$ cat src/amber_pkg.sv
`default_nettype none

package amber_pkg;

    // Bus widths
    localparam int WB_DWIDTH = 32;
    localparam int WB_SWIDTH = 4;
    localparam int WB_AWIDTH = 32;

    // ------------------------------
    // Address map
    // ------------------------------
    localparam int SLAVE_SEL_HI = 31;
    localparam int SLAVE_SEL_LO = 24;

    localparam logic [7:0] BOOT_MEM_BASE = 8'h00;
    localparam logic [7:0] TIMER_BASE    = 8'h13;
    localparam logic [7:0] IC_BASE       = 8'h14;

    // Boot memory, 8 KB of 32 bit words
    localparam int BOOT_MEM_WORDS  = 2048;
    localparam int BOOT_MEM_AWIDTH = 11;

    // ------------------------------
    // Timer block
    // ------------------------------
    localparam int NUM_TIMERS = 3;

    // Register offsets, timer index in adr[9:8]
    localparam logic [7:0] TM_LOAD  = 8'h00;
    localparam logic [7:0] TM_VALUE = 8'h04;
    localparam logic [7:0] TM_CTRL  = 8'h08;
    localparam logic [7:0] TM_CLR   = 8'h0C;

    // ------------------------------
    // Interrupt controller
    // ------------------------------
    localparam logic [7:0] IC_IRQ_STATUS  = 8'h00;
    localparam logic [7:0] IC_RAW_STATUS  = 8'h04;
    localparam logic [7:0] IC_IRQ_EN_SET  = 8'h08;
    localparam logic [7:0] IC_IRQ_EN_CLR  = 8'h0C;
    localparam logic [7:0] IC_FIRQ_STATUS = 8'h10;
    localparam logic [7:0] IC_FIRQ_EN_SET = 8'h18;
    localparam logic [7:0] IC_FIRQ_EN_CLR = 8'h1C;

    // Source bit positions
    localparam int INT_UART   = 0;
    localparam int INT_ETH    = 1;
    localparam int INT_TIMER0 = 2;
    localparam int NUM_INT    = 5;

endpackage

`default_nettype wire

$ cat src/wb_interconnect.sv
`timescale 1ns/1ps
`default_nettype none

module wb_interconnect (
    input  logic                            i_clk,
    input  logic                            i_rst_n,

    // Master 0, Ethernet DMA
    input  logic [amber_pkg::WB_AWIDTH-1:0] i_m0_adr,
    input  logic [amber_pkg::WB_SWIDTH-1:0] i_m0_sel,
    input  logic                            i_m0_we,
    input  logic [amber_pkg::WB_DWIDTH-1:0] i_m0_wdat,
    input  logic                            i_m0_cyc,
    input  logic                            i_m0_stb,
    output logic [amber_pkg::WB_DWIDTH-1:0] o_m0_rdat,
    output logic                            o_m0_ack,
    output logic                            o_m0_err,

    // Master 1, processor
    input  logic [amber_pkg::WB_AWIDTH-1:0] i_m1_adr,
    input  logic [amber_pkg::WB_SWIDTH-1:0] i_m1_sel,
    input  logic                            i_m1_we,
    input  logic [amber_pkg::WB_DWIDTH-1:0] i_m1_wdat,
    input  logic                            i_m1_cyc,
    input  logic                            i_m1_stb,
    output logic [amber_pkg::WB_DWIDTH-1:0] o_m1_rdat,
    output logic                            o_m1_ack,
    output logic                            o_m1_err,

    // Shared slave request
    output logic [amber_pkg::WB_AWIDTH-1:0] o_s_adr,
    output logic [amber_pkg::WB_SWIDTH-1:0] o_s_sel,
    output logic                            o_s_we,
    output logic [amber_pkg::WB_DWIDTH-1:0] o_s_wdat,

    // Per-slave strobes and responses
    output logic                            o_mem_stb,
    output logic                            o_tm_stb,
    output logic                            o_ic_stb,
    input  logic [amber_pkg::WB_DWIDTH-1:0] i_mem_rdat,
    input  logic                            i_mem_ack,
    input  logic [amber_pkg::WB_DWIDTH-1:0] i_tm_rdat,
    input  logic                            i_tm_ack,
    input  logic [amber_pkg::WB_DWIDTH-1:0] i_ic_rdat,
    input  logic                            i_ic_ack
);

    logic                                                       owner_m1;
    logic                                                       gnt_m1;
    logic                                                       stb;
    logic [amber_pkg::SLAVE_SEL_HI-amber_pkg::SLAVE_SEL_LO:0]   region;
    logic                                                       hit_mem;
    logic                                                       hit_tm;
    logic                                                       hit_ic;
    logic                                                       err_q;
    logic [amber_pkg::WB_DWIDTH-1:0]                            s_rdat;
    logic                                                       s_ack;

    // ------------------------------
    // Arbitration
    // ------------------------------

    // Owner keeps the bus while its cyc stays high, otherwise master 0 wins
    assign gnt_m1 = owner_m1 ? i_m1_cyc : (~i_m0_cyc & i_m1_cyc);

    always_ff @(posedge i_clk or negedge i_rst_n) begin
        if (!i_rst_n) begin
            owner_m1 <= 1'b0;
        end else begin
            owner_m1 <= gnt_m1;
        end
    end

    assign stb      = gnt_m1 ? (i_m1_cyc & i_m1_stb) : (i_m0_cyc & i_m0_stb);
    assign o_s_adr  = gnt_m1 ? i_m1_adr  : i_m0_adr;
    assign o_s_sel  = gnt_m1 ? i_m1_sel  : i_m0_sel;
    assign o_s_we   = gnt_m1 ? i_m1_we   : i_m0_we;
    assign o_s_wdat = gnt_m1 ? i_m1_wdat : i_m0_wdat;

    // ------------------------------
    // Address decode
    // ------------------------------
    assign region  = o_s_adr[amber_pkg::SLAVE_SEL_HI:amber_pkg::SLAVE_SEL_LO];
    assign hit_mem = (region == amber_pkg::BOOT_MEM_BASE);
    assign hit_tm  = (region == amber_pkg::TIMER_BASE);
    assign hit_ic  = (region == amber_pkg::IC_BASE);

    assign o_mem_stb = stb & hit_mem;
    assign o_tm_stb  = stb & hit_tm;
    assign o_ic_stb  = stb & hit_ic;

    // Unmapped region, one err pulse per held strobe
    always_ff @(posedge i_clk or negedge i_rst_n) begin
        if (!i_rst_n) begin
            err_q <= 1'b0;
        end else begin
            err_q <= stb & ~(hit_mem | hit_tm | hit_ic) & ~err_q;
        end
    end

    // Response steering
    always_comb begin
        s_rdat = '0;
        s_ack  = 1'b0;
        if (hit_mem) begin
            s_rdat = i_mem_rdat;
            s_ack  = i_mem_ack;
        end else if (hit_tm) begin
            s_rdat = i_tm_rdat;
            s_ack  = i_tm_ack;
        end else if (hit_ic) begin
            s_rdat = i_ic_rdat;
            s_ack  = i_ic_ack;
        end
    end

    assign o_m0_rdat = gnt_m1 ? '0 : s_rdat;
    assign o_m0_ack  = ~gnt_m1 & s_ack;
    assign o_m0_err  = ~gnt_m1 & err_q;
    assign o_m1_rdat = gnt_m1 ? s_rdat : '0;
    assign o_m1_ack  = gnt_m1 & s_ack;
    assign o_m1_err  = gnt_m1 & err_q;

endmodule

`default_nettype wire

$ cat config.mk
export PLATFORM = sky130hd
export DESIGN_NAME = wb_interconnect
export DESIGN_NICKNAME = d
export VERILOG_FILES = /design/src/amber_pkg.sv /design/src/wb_interconnect.sv
export SDC_FILE = /design/constraint.sdc
export NUM_CORES = 1
export LEC_CHECK = 0
export ABC_CLOCK_PERIOD_IN_PS = 2000
export BUFFER_PORTS_ARGS = -buffer_cell sky130_fd_sc_hd__buf_2
export CAP_MARGIN = 10
export CELL_PAD_IN_SITES_DETAIL_PLACEMENT = 1
export CELL_PAD_IN_SITES_GLOBAL_PLACEMENT = 2
export CORE_UTILIZATION = 13
export DETAILED_ROUTE_END_ITERATION = 6
export GPL_TIMING_DRIVEN = 0
export PLACE_DENSITY = 0.79
export SLEW_MARGIN = 0
export SYNTH_ARGS = -nofsm -noshare
export SYNTH_HDL_FRONTEND = slang
export SYNTH_SLANG_ARGS = --single-unit
$ cat constraint.sdc
create_clock -name i_clk -period 2 [get_ports i_clk]
set_input_delay 0.1 -clock i_clk [delete_from_list [all_inputs] [get_ports i_clk]]
set_output_delay 0.1 -clock i_clk [all_outputs]
set_load 0.05 [all_outputs]
==> qor.csv, run 1 <==
stage;metric;value;unit
status;status;complete, but fails checks;
status;failing checks;negative setup slack;
sta;Finish-stage setup viols;69;
clock_tree;CTS Buf Count;3;
logic_synthesis;synthesized cell area;3020;µm²
cells_and_area;Total Nets Final;1205;
cells_and_area;cell area after layout;8080;µm²
floorplanning;Die Wd;154;µm
sta;Worst Tran Pin Value;0.538;ns
logic_synthesis;post-synth cell types;31;
grt;grt ovf;0;
critical_path;RR Endpoint;err_q;
logic_synthesis;Synthesized Nets;802;
detailed_routing;Vias;5579;
critical_path;Crit path required time;1.90;ns
place;DP HPWL;18.7;mm
critical_path;reg2reg start;owner_m1;
power_and_ir_drop;P_leak;3.69;nW
detailed_routing;vias per std cell;4.47;
floorplanning;Die Y;154;µm
detailed_routing;DRT antenna net count;0;
clock_tree;CTS max path bufs;2;
critical_path;Critical Path Sink Type;output port;
power_and_ir_drop;peak supply drop;263;µV
sta;final clock skew;0.00443;ns
detailed_routing;wire per inst;18.6;µm
grt;pin count of the biggest net entering global routing;11;
grt;initial antenna violation count;2;
critical_path;FF-to-FF path depth;6;
clock_tree;clk sinks;2;
floorplanning;Initial Util;13.3;%
run;Max-cap violations;0;
grt;first-pass GRT wire length;34.7;mm
floorplanning;I/O pins;383;
detailed_routing;DRC Markers;0;
clock_tree;CTS tree;done;
floorplanning;FP Rows;55;
sta;final hold viol count;0;
logic_synthesis;Yosys reg bits;2;
critical_path;Worst path depth;9;
clock_tree;H-tree levels;1;
sta;Final Max Tran Viols;0;
critical_path;Crit path buffers/inverters;4;
power_and_ir_drop;total power;2.15;mW
cells_and_area;most frequent cells in the layout;buf_2, nand2_1, buf_4, buf_6, and3_1;
sta;setup TNS;-9.76;ns
sta;worst setup margin;-0.198;ns
sta;Final period util;110;%
critical_path;critical path cell sequence;nand2b_4, a2111oi_4, a21o_1, buf_12, buf_12, buf_16, o31ai_4, a21oi_4, buf_6;
logic_synthesis;yosys warns;0;
critical_path;FF-to-FF setup slack;0.46;ns
cells_and_area;commonest non-fill, non-tap cell in the layout;buf_2;
place;GP Congestion;0.849;
grt;gr usage total;18.6;%
floorplanning;die area;23800;µm²
power_and_ir_drop;power per cell area;266;nW/µm²
critical_path;CP max FO;8;
critical_path;critical path arrival;2.10;ns
sta;Rel. slew slack;64.1;%
clock_tree;Root Buffer;clkbuf_16;
hold_path;worst hold path type;input pin to async pin;
critical_path;critical path's slowest cell;dfrtp_1;
clock_tree;clk slew on worst S/H paths;0.03;ns
clock_tree;clock insertion delay at the later pin of the skew report;0.22;ns
floorplanning;core area;22700;µm²
place;pre-CTS WS;-0.737;ns
logic_synthesis;Seq/Total Area, Yosys;1.66;%
sta;post-layout min period;2.20;ns
critical_path;Critical Path Source Type;flop;
critical_path;Max stage delay on crit path;0.35;ns
place;Port Buffers;382;
grt;vias in the first global route;6142;
place;Placed Instance Area;5970;µm²
cells_and_area;Syn-to-layout area delta;168;%
detailed_routing;DRT iter0 DRCs;141;
cells_and_area;share of cells above drive strength 1;67.6;%
logic_synthesis;synthesized area per cell;5.39;µm²
critical_path;crit-path leading delay family;compound AO/OA/AOI/OAI gates;
sta;Highest Clock Rate;455;MHz
logic_synthesis;Mapped Cells;559;
critical_path;CP Class;flop to output port;
detailed_routing;Detailed Route WL;23.2;mm
detailed_routing;First-pass DRT Iterations;4;
sta;RSZ-0062 raised after global routing;yes;
critical_path;most used cell, CP;buf_12;
-- stage by stage --
step	hold WS, ns	utilization, %	instances
floorplan	-0.196	-	559
global placement	-0.0997	26.3	1226
detailed placement	-0.102	26.3	1226
CTS	0.230	34.2	1244
global route	0.235	35.6	1246
finish	0.227	35.6	1247
-- layout make-up --
cell class | count | area [µm²]
flip-flops and latches | 2 | 50.0
inverters | 2 | 10.0
diodes | 2 | 5.00
fillers | 2766 | 14600
plain buffers | 52 | 599
multi-input cells | 502 | 4200
repair buffers | 399 | 2780
clock buffers | 3 | 75.1
well taps | 285 | 357
-- state kept, by name, indices dropped and copies added (netlist names) --
signal    cells
err_q         1
owner_m1      1
-- worst register-to-register path: cells and delay by family (launching register included) --
| kind | cells | cell delay, ns |
|---|---|---|
| muxes | 1 | 0.37 |
| and+or+nand+nor | 3 | 0.41 |
| buffers and inverters | 2 | 0.35 |
| DFF | 1 | 0.35 |
-- metal layers --
layer / wire length [µm] / track usage [%]
met1: 9290 / 21.7
met2: 12400 / 36.0
met3: 1110 / 2.35
met4: 402 / 3.54
met5: 13 / 0
-- logic make-up (layout without fill, tap and decap cells) --
kind of cell | Yosys count | in the layout | synth area share, %
flops | 2 | 2 | 1.66
other cells | 0 | 2 | 0
compound gates | 171 | 171 | 37.4
simple gates | 328 | 328 | 48.5
buf+inv | 55 | 456 | 11.3
mux | 3 | 3 | 1.12
-- timing repair --
| item | in CTS | in global routing |
|---|---|---|
| hold buffers | 1 | 0 |
| cloned | 3 | 1 |
| hold endpoints to repair | 2 | 0 |
| pin swaps | 31 | 13 |
| setup buffers | 11 | 3 |
| endpoints found under the setup margin | 140 | 135 |
| resized for setup | 436 | 107 |
-- cells in the mapped netlist --
library cell / number / area [µm²]
nand2_1: 243 / 912
a21oi_1: 66 / 330
and3_1: 65 / 407
o21ai_0: 43 / 215
clkbuf_1: 37 / 139
o31ai_2: 30 / 375
o21ai_1: 25 / 125
buf_6: 8 / 90.1
nor2_1: 6 / 22.5
buf_12: 3 / 60.1
buf_2: 3 / 15.0
mux2_2: 3 / 33.8
o31ai_1: 3 / 22.5
and2_0: 2 / 12.5
and2_1: 2 / 12.5
and3_2: 2 / 15.0
dfrtp_1: 2 / 50.1
inv_1: 2 / 7.51
nand4b_1: 2 / 17.5
a2111oi_4: 1 / 27.5
a21o_1: 1 / 7.51
a32oi_2: 1 / 16.3
and4_2: 1 / 10.0
buf_8: 1 / 15.0
clkbuf_8: 1 / 13.8
nand2b_4: 1 / 13.8
nand4bb_1: 1 / 11.3
nor3_2: 1 / 10.0
o211ai_1: 1 / 7.51
or4_2: 1 / 8.76
or4_4: 1 / 11.3
-- how the worst max path moves through the flow --
stage / from / endpoint / slack (ns)
after global placement: owner_m1 / o_m0_rdat[21] / -0.76
after detailed placement: owner_m1 / o_m0_rdat[21] / -0.74
after global routing: owner_m1 / o_m0_rdat[21] / -0.29
after floorplan: i_m0_adr[27] / o_m0_ack / -0.24
after CTS: owner_m1 / o_m0_rdat[18] / -0.30
final: owner_m1 / o_m0_rdat[21] / -0.20
-- power by group --
group	switching, mW	internal [mW]
clock	0.0503	0.255
sequential	0.00162	0.0441
combinational	1.17	0.625
Note: power is estimated with default switching activity, not from simulation.
==> inputs of run 2 (changes only) <==
--- a/config.mk
+++ b/config.mk
@@ -6,14 +6,15 @@
 export NUM_CORES = 1
 export LEC_CHECK = 0
 export ABC_CLOCK_PERIOD_IN_PS = 2000
-export BUFFER_PORTS_ARGS = -buffer_cell sky130_fd_sc_hd__buf_2
 export CAP_MARGIN = 10
 export CELL_PAD_IN_SITES_DETAIL_PLACEMENT = 1
 export CELL_PAD_IN_SITES_GLOBAL_PLACEMENT = 2
-export CORE_UTILIZATION = 13
+export CORE_AREA = 2 2 148 150
 export DETAILED_ROUTE_END_ITERATION = 6
+export DIE_AREA = 0 0 150 152
+export DONT_BUFFER_PORTS = 1
 export GPL_TIMING_DRIVEN = 0
-export PLACE_DENSITY = 0.79
+export PLACE_DENSITY = 0.47
 export SLEW_MARGIN = 0
 export SYNTH_ARGS = -nofsm -noshare
 export SYNTH_HDL_FRONTEND = slang
==> run 2 against run 1 <==
Net effect: the flow still finishes with violations (negative setup slack); hold slack worse by 0.11 ns; count of clock-buffer cells in the layout unchanged; setup slack better by 0.0014 ns; critical path depth down 2; routed wire length down 9.0%.
==> qor.csv, run 2 (same netlist as run 1, synthesis figures left out) <==
stage;metric;value;unit;change
power_and_ir_drop;peak supply drop;192;µV;was 263 µV
sta;Final Max Tran Viols;0;;unchanged
detailed_routing;DRT antenna net count;0;;unchanged
cells_and_area;antenna cell count;0;;was 2
floorplanning;die area;22800;µm²;was 23800 µm²
sta;RSZ-0062 raised after global routing;yes;;unchanged
sta;setup TNS;-11.23;ns;was -9.76 ns
cells_and_area;Syn-to-layout area delta;79.6;%;was 168%
clock_tree;H-tree levels;1;;unchanged
clock_tree;Root Buffer;clkbuf_16;;unchanged
place;Placed Instance Area;4050;µm²;was 5970 µm²
sta;post-layout min period;2.20;ns;about the same
clock_tree;clk sinks;2;;unchanged
detailed_routing;vias per std cell;4.94;;was 4.47
critical_path;FF-to-FF setup slack;0.44;ns;was 0.46 ns
sta;Worst Tran Pin Value;0.522;ns;was 0.538 ns
grt;gr usage total;17.2;%;was 18.6%
floorplanning;I/O pins;383;;unchanged
grt;pin count of the biggest net entering global routing;11;;unchanged
cells_and_area;fin util;25.4;%;was 35.6%
floorplanning;FP Rows;54;;was 55
power_and_ir_drop;power per cell area;304;nW/µm²;was 266 nW/µm²
place;DP HPWL;17.7;mm;was 18.7 mm
critical_path;Critical Path Source Type;flop;;unchanged
cells_and_area;share of cells above drive strength 1;50.3;%;was 67.6%
sta;Fin Hold WS;0.115;ns;was 0.227 ns
clock_tree;clock insertion delay at the later pin of the skew report;0.22;ns;about the same
critical_path;Max stage delay on crit path;0.38;ns;was 0.35 ns
critical_path;RR Endpoint;err_q;;unchanged
cells_and_area;Fill cells;2572;;was 2766
clock_tree;clk slew on worst S/H paths;0.03;ns;about the same
run;Max-cap violations;0;;unchanged
place;Inst Count DP;839;;was 1226
critical_path;Crit path buffers/inverters;2;;was 4
clock_tree;CTS Buf Count;3;;unchanged
critical_path;CP Class;flop to output port;;unchanged
detailed_routing;DRC Markers;0;;unchanged
critical_path;critical path arrival;2.10;ns;about the same
cells_and_area;Total Nets Final;823;;was 1205
status;failing checks;negative setup slack;;unchanged
detailed_routing;Vias;4241;;was 5579
detailed_routing;DRT iter0 DRCs;104;;was 141
sta;final clock skew;0.00365;ns;was 0.00443 ns
critical_path;CP max FO;10;;was 8
floorplanning;core area;21400;µm²;was 22700 µm²
sta;Highest Clock Rate;455;MHz;about the same
place;pre-CTS WS;-0.953;ns;was -0.737 ns
sta;worst setup margin;-0.197;ns;was -0.198 ns
floorplanning;Die Y;152;µm;was 154 µm
sta;Rel. slew slack;65.0;%;was 64.1%
power_and_ir_drop;P_leak;1.89;nW;was 3.69 nW
critical_path;critical path cell sequence;nand2b_4, a2111oi_4, a21o_1, buf_12, buf_16, o31ai_4, a21oi_4;;was nand2b_4, a2111oi_4, a21o_1, buf_12, buf_12, buf_16, o31ai_4, a21oi_4, buf_6
place;Port Buffers;0;;was 382
cells_and_area;Top Registers;err_q (1), owner_m1 (1);;unchanged
critical_path;Worst path depth;7;;was 9
grt;grt ovf;0;;unchanged
sta;Finish-stage setup viols;67;;was 69
critical_path;crit-path leading delay family;compound AO/OA/AOI/OAI gates;;unchanged
clock_tree;CTS max path bufs;2;;unchanged
critical_path;FF-to-FF path depth;6;;unchanged
clock_tree;CTS tree;done;;unchanged
sta;Final period util;110;%;about the same
critical_path;Crit path required time;1.90;ns;about the same
cells_and_area;most frequent cells in the layout;nand2_1, a21oi_4, and3_1, nand2_2, o31ai_4;;was buf_2, nand2_1, buf_4, buf_6, and3_1
critical_path;reg2reg start;owner_m1;;unchanged
hold_path;worst hold path type;input pin to async pin;;unchanged
floorplanning;Die Wd;150;µm;was 154 µm
place;GP Congestion;0.914;;was 0.849
detailed_routing;First-pass DRT Iterations;4;;unchanged
grt;vias in the first global route;4644;;was 6142
sta;final hold viol count;0;;unchanged
cells_and_area;Final Instance Count excl. Fillers;858;;was 1247
detailed_routing;wire per inst;24.6;µm;was 18.6 µm
critical_path;critical path's slowest cell;a21oi_4;;was dfrtp_1
cells_and_area;commonest non-fill, non-tap cell in the layout;nand2_1;;was buf_2
critical_path;Critical Path Sink Type;output port;;unchanged
grt;initial antenna violation count;0;;was 2
status;status;complete, but fails checks;;unchanged
floorplanning;Initial Util;14.1;%;was 13.3%
grt;first-pass GRT wire length;30.1;mm;was 34.7 mm
cells_and_area;cell area after layout;5420;µm²;was 8080 µm²
power_and_ir_drop;total power;1.65;mW;was 2.15 mW
detailed_routing;Detailed Route WL;21.1;mm;was 23.2 mm
-- run 2: cell count changes in the layout (fill, tap and decap cells not counted), sizes merged --
cell	delta
buf	-393
clkbuf	+11
diode	-2
-- run 2: worst register-to-register path, stage by stage, from the launching register on --
cell and delay, ns:
dfrtp_1 0.35, nand2b_4 0.16, nand2_4 0.11, clkbuf_8 0.19, mux2_4 0.39, buf_6 0.18, nor2_1 0.11
-- run 2: worst max path at each step --
stage                            start       endpoint  slack [ns]
after floorplan           i_m0_adr[27]       o_m0_ack       -0.24
after global placement        owner_m1  o_m1_rdat[31]       -0.88
after detailed placement      owner_m1  o_m1_rdat[31]       -0.95
after CTS                     owner_m1       o_m1_ack       -0.22
after global routing          owner_m1  o_m1_rdat[14]       -0.27
final                         owner_m1  o_m0_rdat[24]       -0.20
-- run 2: cell type report --
type	instances	area [µm²]	share of cell area (%)
tap	280	350	6.47
buffer	53	505	9.33
timing repair buffer	16	196	3.63
inverter	2	10.0	0.185
clock buffer	3	75.1	1.39
sequential	2	50.0	0.924
multi-input combinational	502	4230	78.1
-- run 2: report_power, final --
| group | switching (mW) | internal (mW) | leakage (nW) |
|---|---|---|---|
| combinational | 1.03 | 0.269 | 1.82 |
| clock | 0.0478 | 0.255 | 0.0370 |
| sequential | 0.00175 | 0.0441 | 0.0254 |
-- run 2: timing repair --
action | in CTS | in global routing
hold buffers | 1 | 0
endpoints found under the setup margin | 140 | 90
pin swaps | 73 | 34
gates cloned | 2 | 1
hold endpoints to repair | 2 | 0
buffers inserted | 10 | 2
gates resized for setup | 261 | 50
-- run 2: layer usage --
layer	track usage, %	wire length, µm
met1	16.2	6780
met2	34.6	11800
met3	5.56	1930
met4	4.76	573
met5	0	0
==> inputs of run 3 (changes only) <==
--- a/config.mk
+++ b/config.mk
@@ -5,16 +5,17 @@
 export SDC_FILE = /design/constraint.sdc
 export NUM_CORES = 1
 export LEC_CHECK = 0
+export ABC_AREA = 1
 export ABC_CLOCK_PERIOD_IN_PS = 2000
 export CAP_MARGIN = 10
 export CELL_PAD_IN_SITES_DETAIL_PLACEMENT = 1
 export CELL_PAD_IN_SITES_GLOBAL_PLACEMENT = 2
-export CORE_AREA = 2 2 148 150
+export CORE_AREA = 2 2 150 152
 export DETAILED_ROUTE_END_ITERATION = 6
-export DIE_AREA = 0 0 150 152
+export DIE_AREA = 0 0 152 154
 export DONT_BUFFER_PORTS = 1
 export GPL_TIMING_DRIVEN = 0
-export PLACE_DENSITY = 0.47
+export PLACE_DENSITY_LB_ADDON = 0.1
 export SLEW_MARGIN = 0
 export SYNTH_ARGS = -nofsm -noshare
 export SYNTH_HDL_FRONTEND = slang
==> run 3 against run 2 <==
Net effect: the flow still finishes with violations (negative setup slack); sequential share of layout area rose by 0.13 points; setup slack got worse by 0.26 ns; critical path type unchanged; routed wire length down 14%; largest cell class unchanged; final area shrank 13%; register-to-register slack worse by 0.38 ns.
==> qor.csv, run 3 <==
stage;metric;value;unit;change
power_and_ir_drop;peak supply drop;160;µV;was 192 µV
critical_path;FF-to-FF path depth;13;;was 6
logic_synthesis;top post-synthesis cells by area;nand2_1, nand3_1, nor2_1;;was nand2_1, and3_1, o31ai_2
power_and_ir_drop;Switching Power;1.02;mW;was 1.08 mW
critical_path;FF-to-FF setup slack;0.06;ns;was 0.44 ns
hold_path;worst hold path type;input pin to async pin;;unchanged
logic_synthesis;Seq/Total Area, Yosys;2.06;%;was 1.66%
cells_and_area;Total Nets Final;800;;was 823
detailed_routing;vias per std cell;4.37;;was 4.94
detailed_routing;First-pass DRT Iterations;4;;unchanged
clock_tree;CTS max path bufs;2;;unchanged
detailed_routing;Vias;3656;;was 4241
sta;Final period util;123;%;was 110%
logic_synthesis;synthesized area per cell;4.58;µm²;was 5.39 µm²
grt;initial antenna violation count;1;;was 0
critical_path;Critical Path Sink Type;output port;;unchanged
power_and_ir_drop;total power;1.58;mW;was 1.65 mW
cells_and_area;commonest non-fill, non-tap cell in the layout;nand2_1;;unchanged
clock_tree;clk slew on worst S/H paths;0.03;ns;about the same
sta;Highest Clock Rate;408;MHz;was 455 MHz
detailed_routing;DRT iter0 DRCs;85;;was 104
floorplanning;Initial Util;11.2;%;was 14.1%
floorplanning;I/O pins;383;;unchanged
power_and_ir_drop;Comb power frac;78.3;%;was 78.8%
detailed_routing;Detailed Route WL;18.2;mm;was 21.1 mm
logic_synthesis;count leader, synth;nand2_1;;unchanged
sta;post-layout min period;2.45;ns;was 2.20 ns
power_and_ir_drop;Reg power frac;2.9;%;was 2.8%
floorplanning;core area;21700;µm²;was 21400 µm²
critical_path;critical path arrival;2.35;ns;was 2.10 ns
sta;Fin Hold WS;0.119;ns;was 0.115 ns
logic_synthesis;EDFF count, synth;0;;unchanged
logic_synthesis;yosys warns;0;;unchanged
sta;Worst Tran Pin Value;0.618;ns;was 0.522 ns
sta;final hold viol count;0;;unchanged
sta;Finish-stage setup viols;69;;was 67
clock_tree;CTS Buf Count;3;;unchanged
cells_and_area;Top Registers;err_q (1), owner_m1 (1);;unchanged
place;Port Buffers;0;;unchanged
cells_and_area;Syn-to-layout area delta;95.0;%;was 79.6%
clock_tree;H-tree levels;1;;unchanged
power_and_ir_drop;sw frac;64.7;%;was 65.5%
detailed_routing;DRC Markers;0;;unchanged
clock_tree;CTS tree;done;;unchanged
clock_tree;clock insertion delay at the later pin of the skew report;0.22;ns;about the same
status;failing checks;negative setup slack;;unchanged
detailed_routing;DRT antenna net count;0;;unchanged
floorplanning;Die Y;154;µm;was 152 µm
grt;first-pass GRT wire length;26.4;mm;was 30.1 mm
sta;worst setup margin;-0.452;ns;was -0.197 ns
logic_synthesis;post-synth top area cell;nand2_1;;unchanged
place;GP Congestion;0.779;;was 0.914
sta;Final Max Tran Viols;0;;unchanged
run;Max-cap violations;0;;unchanged
power_and_ir_drop;P_int;0.560;mW;was 0.567 mW
power_and_ir_drop;power per cell area;335;nW/µm²;was 304 nW/µm²
grt;grt ovf;0;;unchanged
critical_path;RR Endpoint;err_q;;unchanged
place;DP HPWL;15.5;mm;was 17.7 mm
status;status;complete, but fails checks;;unchanged
critical_path;CP max FO;7;;was 10
grt;vias in the first global route;4061;;was 4644
sta;final clock skew;0.000734;ns;was 0.00365 ns
critical_path;reg2reg start;owner_m1;;unchanged
sta;Rel. slew slack;58.8;%;was 65.0%
floorplanning;die area;23400;µm²;was 22800 µm²
sta;RSZ-0062 raised after global routing;yes;;unchanged
power_and_ir_drop;P_leak;1.94;nW;was 1.89 nW
floorplanning;FP Rows;54;;unchanged
clock_tree;Root Buffer;clkbuf_16;;unchanged
logic_synthesis;ys flop type;dfrtp_1;;unchanged
grt;pin count of the biggest net entering global routing;11;;unchanged
grt;gr usage total;14.5;%;was 17.2%
logic_synthesis;synthesized cell area;2430;µm²;was 3020 µm²
logic_synthesis;Synth top cells by count;nand2_1, nand3_1, nor2_1;;was nand2_1, a21oi_1, and3_1
logic_synthesis;Mapped Cells;530;;was 559
critical_path;Critical Path Source Type;flop;;unchanged
clock_tree;clk sinks;2;;unchanged
logic_synthesis;post-synth cell types;22;;was 31
detailed_routing;wire per inst;21.8;µm;was 24.6 µm
logic_synthesis;Synthesized Nets;773;;was 802
critical_path;CP Class;flop to output port;;unchanged
critical_path;Crit path required time;1.90;ns;about the same
power_and_ir_drop;clock power share;18.8;%;was 18.4%
cells_and_area;Fill cells;2637;;was 2572
cells_and_area;share of cells above drive strength 1;56.2;%;was 50.3%
logic_synthesis;Yosys reg bits;2;;unchanged
cells_and_area;fin util;21.8;%;was 25.4%
cells_and_area;most frequent cells in the layout;nand2_1, nor2_4, nand2_4, nand3_1, nand2_2;;was nand2_1, a21oi_4, and3_1, nand2_2, o31ai_4
floorplanning;Die Wd;152;µm;was 150 µm
logic_synthesis;top cell type's share of synthesized area;36.8;%;was 30.2%
logic_synthesis;share of synthesized registers carrying an async set or reset;100;%;unchanged
[run 3: cell count changes in the layout (fill, tap and decap cells not counted), sizes merged, moves of 3 or more]
| cell | before | now |
|---|---|---|
| a21oi | 66 | 0 |
| nand3 | 0 | 104 |
| inv | 2 | 18 |
| buf | 31 | 47 |
| or2 | 0 | 33 |
| o31ai | 33 | 0 |
| nor2 | 6 | 78 |
| nand3b | 0 | 4 |
| and2 | 4 | 1 |
| mux2 | 3 | 0 |
| and3 | 67 | 0 |
| o21ai | 68 | 0 |
| clkbuf | 40 | 19 |
[run 3: worst max-delay path by stage]
stage,from,to,slack [ns],cells after the start
after floorplan,owner_m1,o_m0_rdat[3],-0.02,13
after global placement,owner_m1,o_m0_rdat[15],-0.88,5
after detailed placement,owner_m1,o_m0_rdat[16],-0.96,5
after CTS,owner_m1,o_m1_rdat[0],-0.49,15
after global routing,owner_m1,o_m1_rdat[11],-0.55,15
final,owner_m1,o_m1_rdat[0],-0.45,15
[run 3: through the flow]
step | cell area, µm² | setup TNS, ns | worst slack, ns | instances
finish | 4730 | -27.16 | -0.452 | 836
global route | 4730 | -35.10 | -0.551 | 836
CTS | 4510 | -30.19 | -0.488 | 833
detailed placement | 3380 | -56.12 | -0.958 | 810
global placement | 3380 | -54.87 | -0.876 | 810
floorplan | 3030 | -0.0477 | -0.0237 | 530
[run 3: worst max-delay path: stages (launching register included)]
cell	delay, ns
dfrtp_1	0.36
inv_2	0.11
nand2_4	0.10
nand2_8	0.10
buf_12	0.14
nand2_8	0.07
nand2_8	0.12
nand2_4	0.07
nor2_4	0.09
buf_12	0.14
buf_12	0.13
buf_4	0.11
nand3_1	0.06
nand3_1	0.10
nand2_2	0.10
nor2_4	0.31
[run 3: final cells by class]
type                       count  area, µm²  share of cell area, %
antenna                        1       2.50                 0.0529
buffer                        41        404                   8.54
clock buffer                   3       75.1                   1.59
inverter                      20       87.6                   1.85
multi-input combinational    466       3490                   73.7
sequential                     2       50.0                   1.06
tap                          280        350                   7.40
timing repair buffer          23        274                   5.79
[run 3: kinds of logic after synthesis]
kind of cell / after synthesis / synth area share (%)
AOI/OAI and AO/OA: 2 / 0.825
buffers and inverters: 62 / 12.5
DFF: 2 / 2.06
and+or+nand+nor: 464 / 84.6
[run 3: metal layers]
metal / share of wire, % / wire length, µm / track usage [%]
met4: 0.99 / 180 / 2.14
met5: 0 / 0 / 0
met2: 59 / 10800 / 31.3
met3: 6.4 / 1160 / 2.85
met1: 33 / 6060 / 14.2
[run 3: what timing repair did]
action | 4_1_cts | 5_1_grt
endpoints found under the hold margin | 2 | 0
setup buffers | 16 | 2
hold buffers | 1 | 0
gates cloned | 3 | 1
endpoints found under the setup margin | 124 | 122
pin swaps | 74 | 46
resized for setup | 230 | 62
[run 3: power groups by stage]
stage	Combinational (mW)	Clock, mW	Sequential (mW)
after global placement	1.02	0	0.0456
final	1.24	0.298	0.0453
after detailed placement	1.02	0	0.0455
after CTS	1.21	0.305	0.0453
after floorplan	0.855	0	0.0453
after global routing	1.31	0.313	0.0456
